[src/include/fetch_defs.svh]
// Fetch unit parameters
`ifndef FETCH_DEFS_SVH
`define FETCH_DEFS_SVH

// virtual byte address
`define FETCH_ADDR_WIDTH 32

// one fetched line, two AXI words
`define FETCH_LINE_WIDTH 64

// memory-side read data
`define FETCH_AXI_DATA_WIDTH 32

// halfword parcels held, keep a power of two
`define INSN_BUFFER_DEPTH 8

// derived values
`define FETCH_WORDS_PER_LINE (`FETCH_LINE_WIDTH / `FETCH_AXI_DATA_WIDTH)
`define INSN_BUFFER_CNT_WIDTH ($clog2(`INSN_BUFFER_DEPTH + 1))

`endif
[src/design/FetchTypes.sv]
// Fetch unit types
`include "fetch_defs.svh"

package FetchTypes;

    typedef logic [`FETCH_ADDR_WIDTH-1:0] vaddr_t;   // byte address
    typedef logic [15:0] parcel_t;                    // one RVC-sized half

    // line as an array of AXI words, word 0 at the lower address
    typedef logic [`FETCH_WORDS_PER_LINE-1:0][`FETCH_AXI_DATA_WIDTH-1:0] fetchLine_t;

    // 32-bit word seen whole or as low/high parcels
    typedef union packed {
        logic [31:0]         word;
        parcel_t [1:0]       half;   // half[0] is the low parcel
    } fetchWord_u;

    typedef struct packed {
        vaddr_t  pc;        // address of this parcel
        parcel_t parcel;
        logic    fault;     // AXI error on its word
    } insnEntry_t;

    typedef struct packed {
        vaddr_t     pc;     // line address from reader, fetch PC after PC stage
        fetchLine_t line;
        logic       fault;
    } lineResp_t;

    typedef struct packed {
        vaddr_t      pc;
        logic [31:0] insn;          // upper half zero when compressed
        logic        isCompressed;
        logic        fault;
    } fetchedInsn_t;

    // AR channel payload
    typedef struct packed {
        vaddr_t     addr;
        logic [2:0] prot;
    } axiAr_t;

    // R channel payload
    typedef struct packed {
        logic [`FETCH_AXI_DATA_WIDTH-1:0] data;
        logic [1:0]                       resp;
    } axiR_t;

endpackage

[src/design/FetchUnit.sv]
// Instruction fetch front end
`timescale 1ns/1ps
`include "fetch_defs.svh"

module FetchUnit import FetchTypes::*; (
    input  logic         clk,
    input  logic         rst,
    output logic         arValid,
    input  logic         arReady,
    output axiAr_t       ar,
    input  logic         rValid,
    output logic         rReady,
    input  axiR_t        r,
    input  logic         redirectValid,
    input  vaddr_t       redirectPc,
    output logic         insnValid,
    output fetchedInsn_t insn,
    input  logic         insnReady
);
    // PC stage and reader
    logic lineReq;
    vaddr_t lineAddr;
    logic busy;
    logic lineDone;
    lineResp_t lineResp;

    // PC stage and traverse
    logic lineValid;
    lineResp_t lineOut;
    logic stall;
    logic flush;

    // traverse, buffer and aligner
    logic writeLow;
    logic writeHigh;
    insnEntry_t entryLow;
    insnEntry_t entryHigh;
    logic [`INSN_BUFFER_CNT_WIDTH-1:0] writableCount;
    logic [1:0] headValid;
    insnEntry_t [1:0] head;
    logic pop1;
    logic pop2;

    FetchAxiReader u_reader (
        .clk, .rst, .lineReq, .lineAddr, .lineDone, .lineResp, .busy,
        .arValid, .arReady, .ar, .rValid, .rReady, .r
    );

    FetchPcStage u_pcStage (
        .clk, .rst, .redirectValid, .redirectPc, .lineReq, .lineAddr, .busy,
        .lineDone, .lineResp, .lineValid, .lineOut, .stall, .flush
    );

    InsnTraverseStage u_traverse (
        .lineValid, .line(lineOut), .writableCount, .stall,
        .writeLow, .writeHigh, .entryLow, .entryHigh
    );

    InsnBuffer u_buffer (
        .clk, .rst, .flush, .writeLow, .writeHigh, .entryLow, .entryHigh,
        .writableCount, .headValid, .head, .pop1, .pop2
    );

    InsnAligner u_aligner (
        .headValid, .head, .insnValid, .insn, .insnReady, .pop1, .pop2
    );
endmodule

[src/design/InsnAligner.sv]
// Instruction aligner
`timescale 1ns/1ps

module InsnAligner import FetchTypes::*; (
    input  logic             [1:0] headValid,
    input  insnEntry_t       [1:0] head,
    output logic                   insnValid,
    output fetchedInsn_t           insn,
    input  logic                   insnReady,
    output logic                   pop1,
    output logic                   pop2
);
    logic isFull;       // low bits 11 means a 32-bit instruction
    logic fire;

    always_comb begin
        isFull = (head[0].parcel[1:0] == 2'b11);
        // a 32-bit insn waits for its second parcel
        insnValid = headValid[0] && (!isFull || headValid[1]);
        fire = insnValid && insnReady;
    end

    always_comb begin
        insn.pc = head[0].pc;                   // first parcel gives the pc
        insn.isCompressed = !isFull;
        if (isFull) begin
            insn.insn = {head[1].parcel, head[0].parcel};
            insn.fault = head[0].fault | head[1].fault;
        end else begin
            insn.insn = {16'h0000, head[0].parcel};
            insn.fault = head[0].fault;
        end
    end

    // pop as many parcels as the insn used
    assign pop1 = fire && !isFull;
    assign pop2 = fire && isFull;
endmodule

[src/design/InsnBuffer.sv]
// Halfword instruction buffer
`timescale 1ns/1ps
`include "fetch_defs.svh"

module InsnBuffer import FetchTypes::*; (
    input  logic                              clk,
    input  logic                              rst,
    input  logic                              flush,
    input  logic                              writeLow,
    input  logic                              writeHigh,
    input  insnEntry_t                        entryLow,
    input  insnEntry_t                        entryHigh,
    output logic [`INSN_BUFFER_CNT_WIDTH-1:0] writableCount,
    output logic [1:0]                        headValid,
    output insnEntry_t [1:0]                  head,
    input  logic                              pop1,
    input  logic                              pop2
);
    localparam int DEPTH = `INSN_BUFFER_DEPTH;
    localparam int PTR_WIDTH = $clog2(DEPTH);
    localparam int CNT_WIDTH = `INSN_BUFFER_CNT_WIDTH;

    insnEntry_t mem [DEPTH];
    logic [PTR_WIDTH-1:0] headPtr;
    logic [PTR_WIDTH-1:0] tailPtr;
    logic [PTR_WIDTH-1:0] highPtr;      // slot for the high parcel
    logic [PTR_WIDTH-1:0] secondPtr;    // entry behind the head
    logic [CNT_WIDTH-1:0] count;
    logic [CNT_WIDTH-1:0] pushCount;
    logic [CNT_WIDTH-1:0] popCount;

    always_comb begin
        pushCount = CNT_WIDTH'(writeLow) + CNT_WIDTH'(writeHigh);
        popCount = pop2 ? CNT_WIDTH'(2) : CNT_WIDTH'(pop1);
        highPtr = tailPtr + PTR_WIDTH'(writeLow);   // high follows low
        secondPtr = headPtr + 1'b1;                 // wraps, depth is a power of two
    end

    // read window on the two oldest parcels
    always_comb begin
        writableCount = CNT_WIDTH'(DEPTH) - count;
        headValid[0] = (count != '0);
        headValid[1] = (count >= CNT_WIDTH'(2));
        head[0] = mem[headPtr];
        head[1] = mem[secondPtr];
    end

    always_ff @(posedge clk) begin
        if (rst || flush) begin
            headPtr <= '0;
            tailPtr <= '0;
            count <= '0;
        end else begin
            headPtr <= headPtr + PTR_WIDTH'(popCount);
            tailPtr <= tailPtr + PTR_WIDTH'(pushCount);
            count <= count + pushCount - popCount;
        end
    end

    // parcel storage, pointers alone decide what is live
    always_ff @(posedge clk) begin
        if (writeLow)
            mem[tailPtr] <= entryLow;
        if (writeHigh)
            mem[highPtr] <= entryHigh;
    end
endmodule

[src/design/InsnTraverseStage.sv]
// Line to parcel traverse stage
`timescale 1ns/1ps
`include "fetch_defs.svh"

module InsnTraverseStage import FetchTypes::*; (
    input  logic                              lineValid,
    input  lineResp_t                         line,
    input  logic [`INSN_BUFFER_CNT_WIDTH-1:0] writableCount,
    output logic                              stall,
    output logic                              writeLow,
    output logic                              writeHigh,
    output insnEntry_t                        entryLow,
    output insnEntry_t                        entryHigh
);
    localparam int ADDR_WIDTH = `FETCH_ADDR_WIDTH;
    localparam int WORD_OFF = $clog2(`FETCH_AXI_DATA_WIDTH / 8);
    localparam int WORD_IDX_WIDTH = $clog2(`FETCH_WORDS_PER_LINE);

    logic [WORD_IDX_WIDTH-1:0] wordIdx;
    fetchWord_u word;
    logic upperHalf;        // PC on the high parcel

    always_comb begin
        wordIdx = line.pc[WORD_OFF +: WORD_IDX_WIDTH];   // PC bit 2
        word.word = line.line[wordIdx];
        upperHalf = line.pc[1];
        stall = writableCount < 2;                   // room for a full word only
    end

    // low parcel skipped when entering at the upper half
    always_comb begin
        writeLow = lineValid && !stall && !upperHalf;
        writeHigh = lineValid && !stall;

        entryLow.pc = {line.pc[ADDR_WIDTH-1:2], 2'b00};
        entryLow.parcel = word.half[0];
        entryLow.fault = line.fault;

        entryHigh.pc = {line.pc[ADDR_WIDTH-1:2], 2'b10};
        entryHigh.parcel = word.half[1];
        entryHigh.fault = line.fault;
    end
endmodule

[src/design/FetchPcStage.sv]
// Fetch PC and line holding stage
`timescale 1ns/1ps
`include "fetch_defs.svh"

module FetchPcStage import FetchTypes::*; (
    input  logic      clk,
    input  logic      rst,
    input  logic      redirectValid,
    input  vaddr_t    redirectPc,
    output logic      lineReq,
    output vaddr_t    lineAddr,
    input  logic      busy,
    input  logic      lineDone,
    input  lineResp_t lineResp,
    output logic      lineValid,
    output lineResp_t lineOut,
    input  logic      stall,
    output logic      flush
);
    localparam int ADDR_WIDTH = `FETCH_ADDR_WIDTH;
    localparam int LINE_OFF = $clog2(`FETCH_LINE_WIDTH / 8);

    vaddr_t pc;
    vaddr_t nextPc;
    logic epoch;            // flips on every redirect
    logic reqEpoch;         // epoch of the line in flight
    logic holdValid;
    lineResp_t holdResp;
    logic lineFresh;
    logic accept;

    assign flush = redirectValid;
    assign lineReq = !holdValid && !busy && !redirectValid;
    assign lineAddr = {pc[ADDR_WIDTH-1:LINE_OFF], {LINE_OFF{1'b0}}};
    assign lineFresh = lineDone && (reqEpoch == epoch) && !redirectValid;   // stale lines drop
    assign accept = holdValid && !stall && !redirectValid;
    assign nextPc = {pc[ADDR_WIDTH-1:2] + 1'b1, 2'b00};   // next word boundary

    always_ff @(posedge clk) begin
        if (rst) begin
            pc <= '0;
            epoch <= 1'b0;
            reqEpoch <= 1'b0;
            holdValid <= 1'b0;
        end else begin
            if (redirectValid) begin
                pc <= redirectPc;
                epoch <= ~epoch;
                holdValid <= 1'b0;
            end else if (accept) begin
                pc <= nextPc;
                holdValid <= 1'b0;              // line is fetched again for the new PC
            end else if (lineFresh) begin
                holdValid <= 1'b1;
            end
            if (lineReq)
                reqEpoch <= epoch;
        end
    end

    always_ff @(posedge clk) begin
        if (lineFresh)
            holdResp <= lineResp;
    end

    // held line goes out tagged with the fetch PC
    assign lineValid = holdValid;
    assign lineOut.pc = pc;
    assign lineOut.line = holdResp.line;
    assign lineOut.fault = holdResp.fault;
endmodule

[src/design/FetchAxiReader.sv]
// AXI4-Lite line read master
`timescale 1ns/1ps
`include "fetch_defs.svh"

module FetchAxiReader import FetchTypes::*; (
    input  logic      clk,
    input  logic      rst,
    input  logic      lineReq,
    input  vaddr_t    lineAddr,
    output logic      lineDone,
    output lineResp_t lineResp,
    output logic      busy,
    output logic      arValid,
    input  logic      arReady,
    output axiAr_t    ar,
    input  logic      rValid,
    output logic      rReady,
    input  axiR_t     r
);
    localparam int ADDR_WIDTH = `FETCH_ADDR_WIDTH;
    localparam int WORDS = `FETCH_WORDS_PER_LINE;
    localparam int BEAT_WIDTH = $clog2(WORDS);
    localparam int WORD_OFF = $clog2(`FETCH_AXI_DATA_WIDTH / 8);
    localparam int LINE_OFF = $clog2(`FETCH_LINE_WIDTH / 8);

    typedef enum logic [1:0] {IDLE, ADDR, DATA, DONE} readState_e;

    readState_e state;
    logic [BEAT_WIDTH-1:0] beat;                    // word being read
    logic [ADDR_WIDTH-1:LINE_OFF] lineTag;          // latched line address
    fetchLine_t lineData;
    logic lineFault;

    // one word at a time, AR then R
    always_ff @(posedge clk) begin
        if (rst) begin
            state <= IDLE;
            beat <= '0;
        end else begin
            case (state)
                IDLE: begin
                    if (lineReq) begin
                        state <= ADDR;
                        beat <= '0;
                    end
                end
                ADDR: begin
                    if (arReady)
                        state <= DATA;
                end
                DATA: begin
                    if (rValid) begin
                        if (beat == BEAT_WIDTH'(WORDS - 1)) begin
                            state <= DONE;      // last beat in
                        end else begin
                            beat <= beat + 1'b1;
                            state <= ADDR;
                        end
                    end
                end
                default: state <= IDLE;         // DONE lasts one cycle
            endcase
        end
    end

    always_ff @(posedge clk) begin
        if (state == IDLE && lineReq) begin
            lineTag <= lineAddr[ADDR_WIDTH-1:LINE_OFF];
            lineFault <= 1'b0;
        end
        if (state == DATA && rValid) begin
            lineData[beat] <= r.data;
            lineFault <= lineFault | r.resp[1];   // SLVERR or DECERR
        end
    end

    assign busy = (state != IDLE);
    assign arValid = (state == ADDR);
    assign rReady = (state == DATA);
    assign lineDone = (state == DONE);

    assign ar.addr = {lineTag, beat, {WORD_OFF{1'b0}}};
    assign ar.prot = 3'b100;                        // instruction, unprivileged

    assign lineResp.pc = {lineTag, {LINE_OFF{1'b0}}};
    assign lineResp.line = lineData;
    assign lineResp.fault = lineFault;
endmodule

[config.mk]
export PLATFORM = sky130hd
export DESIGN_NAME = FetchUnit
export DESIGN_NICKNAME = d
export VERILOG_FILES = /design/src/design/FetchTypes.sv /design/src/design/FetchUnit.sv /design/src/design/InsnAligner.sv /design/src/design/InsnBuffer.sv /design/src/design/InsnTraverseStage.sv /design/src/design/FetchPcStage.sv /design/src/design/FetchAxiReader.sv
export VERILOG_INCLUDE_DIRS = /design/src /design/src/include
export SDC_FILE = /design/constraint.sdc
export NUM_CORES = 1
export LEC_CHECK = 0
export BUFFER_PORTS_ARGS = -buffer_cell sky130_fd_sc_hd__buf_2
export CELL_PAD_IN_SITES_DETAIL_PLACEMENT = 2
export CELL_PAD_IN_SITES_GLOBAL_PLACEMENT = 2
export CORE_MARGIN = 5
export CORE_UTILIZATION = 40
export CTS_BUF_LIST = sky130_fd_sc_hd__clkbuf_8
export DETAILED_ROUTE_END_ITERATION = 16
export MAX_ROUTING_LAYER = met4
export PLACE_DENSITY_LB_ADDON = 0.1
export SYNTH_ARGS = -nofsm -noshare
export SYNTH_HDL_FRONTEND = slang
export SYNTH_SLANG_ARGS = --single-unit
[constraint.sdc]
create_clock -name clk -period 16.2 [get_ports clk]
set_input_delay 0 -clock clk [delete_from_list [all_inputs] [get_ports clk]]
set_output_delay 0 -clock clk [all_outputs]
set_load 0.02 [all_outputs]
==> results.json <==
{
  "outcome": "finished clean",
  "fp.dieW_um": 268,
  "ys_warn_count": 0,
  "ys_types": 57,
  "antenna_found_initial": 3,
  "setup_tns_ns": 0,
  "num_rows": 94,
  "io_pins": 176,
  "slew_headroom_pct": 18.3,
  "vias_per_cell": 5.57,
  "nets": 2078,
  "dp_cells": 2618,
  "path_class": "reg2reg",
  "worst_pin_slew_ns": 1.22,
  "core-area_mm2": 0.0659,
  "htreeDepth": 3,
  "async_reset_ff_share_pct": 0,
  "critPathCaptureType": "register",
  "post_cts_buffers": 0,
  "clock_sinks": 590,
  "netlist_top_cells_area": "edfxtp_1 60%, mux4_2 11%, and2_1 6.1%",
  "yosysSeqAreaShare_pct": 64.6,
  "arrival_ns": 5.71,
  "wire_per_inst_um": 26.8,
  "yosysTopAreaCell": "edfxtp_1",
  "clockBufferDepth": 3,
  "syn_to_final_growth_pct": 17.6,
  "drc": 0,
  "synth_edf_count": 535,
  "first_pass_iters": 5,
  "yosys.area.top_type_share_pct": 60.5,
  "place_hpwl_um": 44500,
  "worstPathMaxFanout": 54,
  "layout_min_cycle_time_ns": 5.38,
  "drt_iter0_drc": 1251,
  "grt_pass1_vias": 18400,
  "wirelength_um": 78700,
  "die_y_um": 268,
  "drv_slew": 0,
  "cp-start-kind": "register",
  "worstSkewPairLatency_ns": 0.72,
  "p_per_area_mw_per_mm2": 108,
  "cts_tree": "built",
  "cts_buffers": 102,
  "worstPathRequired_ns": 16.53,
  "hold_viol": 0,
  "postSynthAreaPerCell_um2": 15.4,
  "grt_usage_pct": 22.5,
  "fin_skew_ns": 0.0359,
  "grt_pass1_wl_um": 117000,
  "drive_above_1_share_pct": 26.4,
  "initial_core_util_pct": 40.3,
  "rsz0062_at_grt": "no",
  "vias": 16400,
  "cts_resized": 0,
  "place.port_buffers": 167,
  "ir_worst_vdd_v": 0.0000779,
  "grt-ovfl-total": 0,
  "syn_inst": 1726,
  "antenna_left": 0,
  "ys_ff_latch": 590,
  "cap_viol_max_count": 0,
  "die_area_mm2": 0.0717,
  "gp_congestion": 0.760,
  "setup_violations": 0,
  "p_leak_nw": 11.3,
  "synthFlopType": "edfxtp_1",
  "clock.fmax_mhz": 186,
  "hp-class": "in2reg",
  "grt_max_degree": 71,
  "stdcell_count": 2941,
  "synth.cell_area_mm2": 0.0266,
  "clkTransAtPathRegs_ns": 0.06,
  "period_share_pct": 33.2,
  "clockRootBuffer": "clkbuf_8"
}
==> metrics by stage <==
| step | area [um^2] | util [%] | total power, W | hold WS, ns | setup WS (ns) |
|---|---|---|---|---|---|
| 2_1_floorplan | 26600 | - | 0.00197 | 0.0989 | 10.66 |
| 5_1_grt | 31200 | 47.4 | 0.00353 | 0.0505 | 10.49 |
| 3_3_place_gp | 28000 | 42.5 | 0.00207 | 0.187 | 10.81 |
| 6_report | 31200 | 47.4 | 0.00338 | 0.0979 | 10.82 |
| 4_1_cts | 31200 | 47.4 | 0.00342 | 0.0199 | 10.73 |
| 3_5_place_dp | 28000 | 42.5 | 0.00208 | 0.192 | 10.75 |
==> worst max-delay path, stage by stage, from the launching register on <==
cell and delay [ns]:
dfxtp_1 0.48, inv_1 0.08, ha_1 0.27, or4b_4 0.59, nand2_2 0.20, or2_1 0.13
buf_4 0.35, nor2_1 0.17, ha_1 0.22, ha_1 0.35, nor2b_1 0.37, nand2_1 0.18
a21oi_4 0.81, buf_4 0.76
==> synthesized netlist by cell type (all sizes together) (3+ instances only) <==
cell    count
a211oi     17
a21oi      37
and2      257
and3        4
and4        5
buf        92
clkbuf     83
dfxtp      55
edfxtp    535
ha         15
inv        13
mux2       47
mux2i      36
mux4      130
nand2      74
nand3      21
nand4      11
nor2       40
nor2b       6
nor3        8
nor3b       3
nor4       18
nor4b       4
o21ai      18
o21bai      7
o22ai     128
or3         4
xnor2      37
xor2        3
==> cells in the final DEF, fill, tap and decap left out, types with 5 or more instances in the layout <==
cell | synthesis | routed
a211oi_1 | 17 | 17
clkinv_2 | 0 | 12
mux4_2 | 130 | 130
dfxtp_1 | 55 | 51
nand4_1 | 10 | 10
mux2i_1 | 36 | 36
edfxtp_1 | 535 | 535
nand3_2 | 5 | 5
nor2_1 | 39 | 38
o21ai_0 | 17 | 17
o22ai_1 | 118 | 118
conb_1 | 2 | 6
a21oi_1 | 37 | 29
buf_4 | 44 | 32
inv_1 | 12 | 54
nand2_1 | 73 | 73
nor2b_1 | 6 | 6
and4_1 | 5 | 5
xnor2_1 | 36 | 36
a21oi_4 | 0 | 8
mux2_2 | 47 | 47
nor3_1 | 8 | 7
buf_2 | 42 | 167
ha_1 | 15 | 14
o22ai_2 | 10 | 10
dlygate4sd3_1 | 0 | 131
nor4_1 | 17 | 16
clkinv_1 | 0 | 17
clkbuf_8 | 0 | 108
and2_1 | 257 | 257
nand3_1 | 16 | 16
o21bai_1 | 7 | 7
==> metal layers <==
layer	global-route usage (%)	share of wire [%]	vias up
li1	-	-	7149
met1	28.0	42	8632
met2	38.0	51	455
met3	4.01	4.8	144
met4	6.23	2.5	0
met5	-	0	-
==> cell type report <==
cell class / instances / area (um^2)
antenna: 3 / 7.51
clock buffer: 108 / 1490
clock inverter: 81 / 468
fill: 6186 / 34600
inverter: 13 / 48.8
multi-input combinational: 952 / 8580
sequential: 590 / 17200
tap: 864 / 1080
timing repair buffer: 330 / 2390
==> power by group <==
group / switching (W) / leakage (nW) / internal, W / total [W]
clock: 0.000635 / 1.16 / 0.000672 / 0.00131
sequential: 0.0000334 / 5.80 / 0.00166 / 0.00169
combinational: 0.000210 / 4.36 / 0.000169 / 0.000380
==> path summary, 6_finish.rpt <==
path                         startpoint                    end  slack [ns]  cells past startpoint
setup reg to reg      u_buffer.count[1]    u_buffer.mem[6][46]       10.82                     13
hold / removal           redirectPc[29]       u_pcStage.pc[29]         0.1                      4
hold reg to reg   u_reader.lineResp[14]  u_pcStage.lineOut[14]        0.42                      0
setup / recovery      u_buffer.count[1]    u_buffer.mem[6][46]       10.82                     13
==> timing repair <==
action	4_1_cts	5_1_grt
hold buffers	131	0
setup endpoints to repair	0	0
endpoints found under the hold margin	140	0
==> sequential cells by signal, indices dropped and copies added, names as in the netlist, 2 cells and up <==
name               flops
u_buffer.mem         384
u_pcStage.lineOut     65
u_reader.lineResp     64
u_pcStage.pc          31
u_reader.lineTag      29
u_buffer.count         4
u_buffer.headPtr       3
u_buffer.tailPtr       3
u_reader.state         2
==> cell families (layout without fill, tap and decap cells) <==
| group | after synthesis | count (layout) | synth area share, % |
|---|---|---|---|
| AO/OA/AOI/OAI | 214 | 214 | 5.18 |
| XOR/XNOR | 40 | 40 | 1.38 |
| adder cells (fa/ha/maj) | 17 | 17 | 0.857 |
| buffers and inverters | 188 | 532 | 3.54 |
| flip-flops | 590 | 590 | 64.6 |
| multiplexers | 213 | 213 | 14.4 |
| other | 2 | 9 | 0.0283 |
| AND/OR/NAND/NOR | 462 | 462 | 10.0 |
Note: power is estimated with default switching activity, not from simulation.
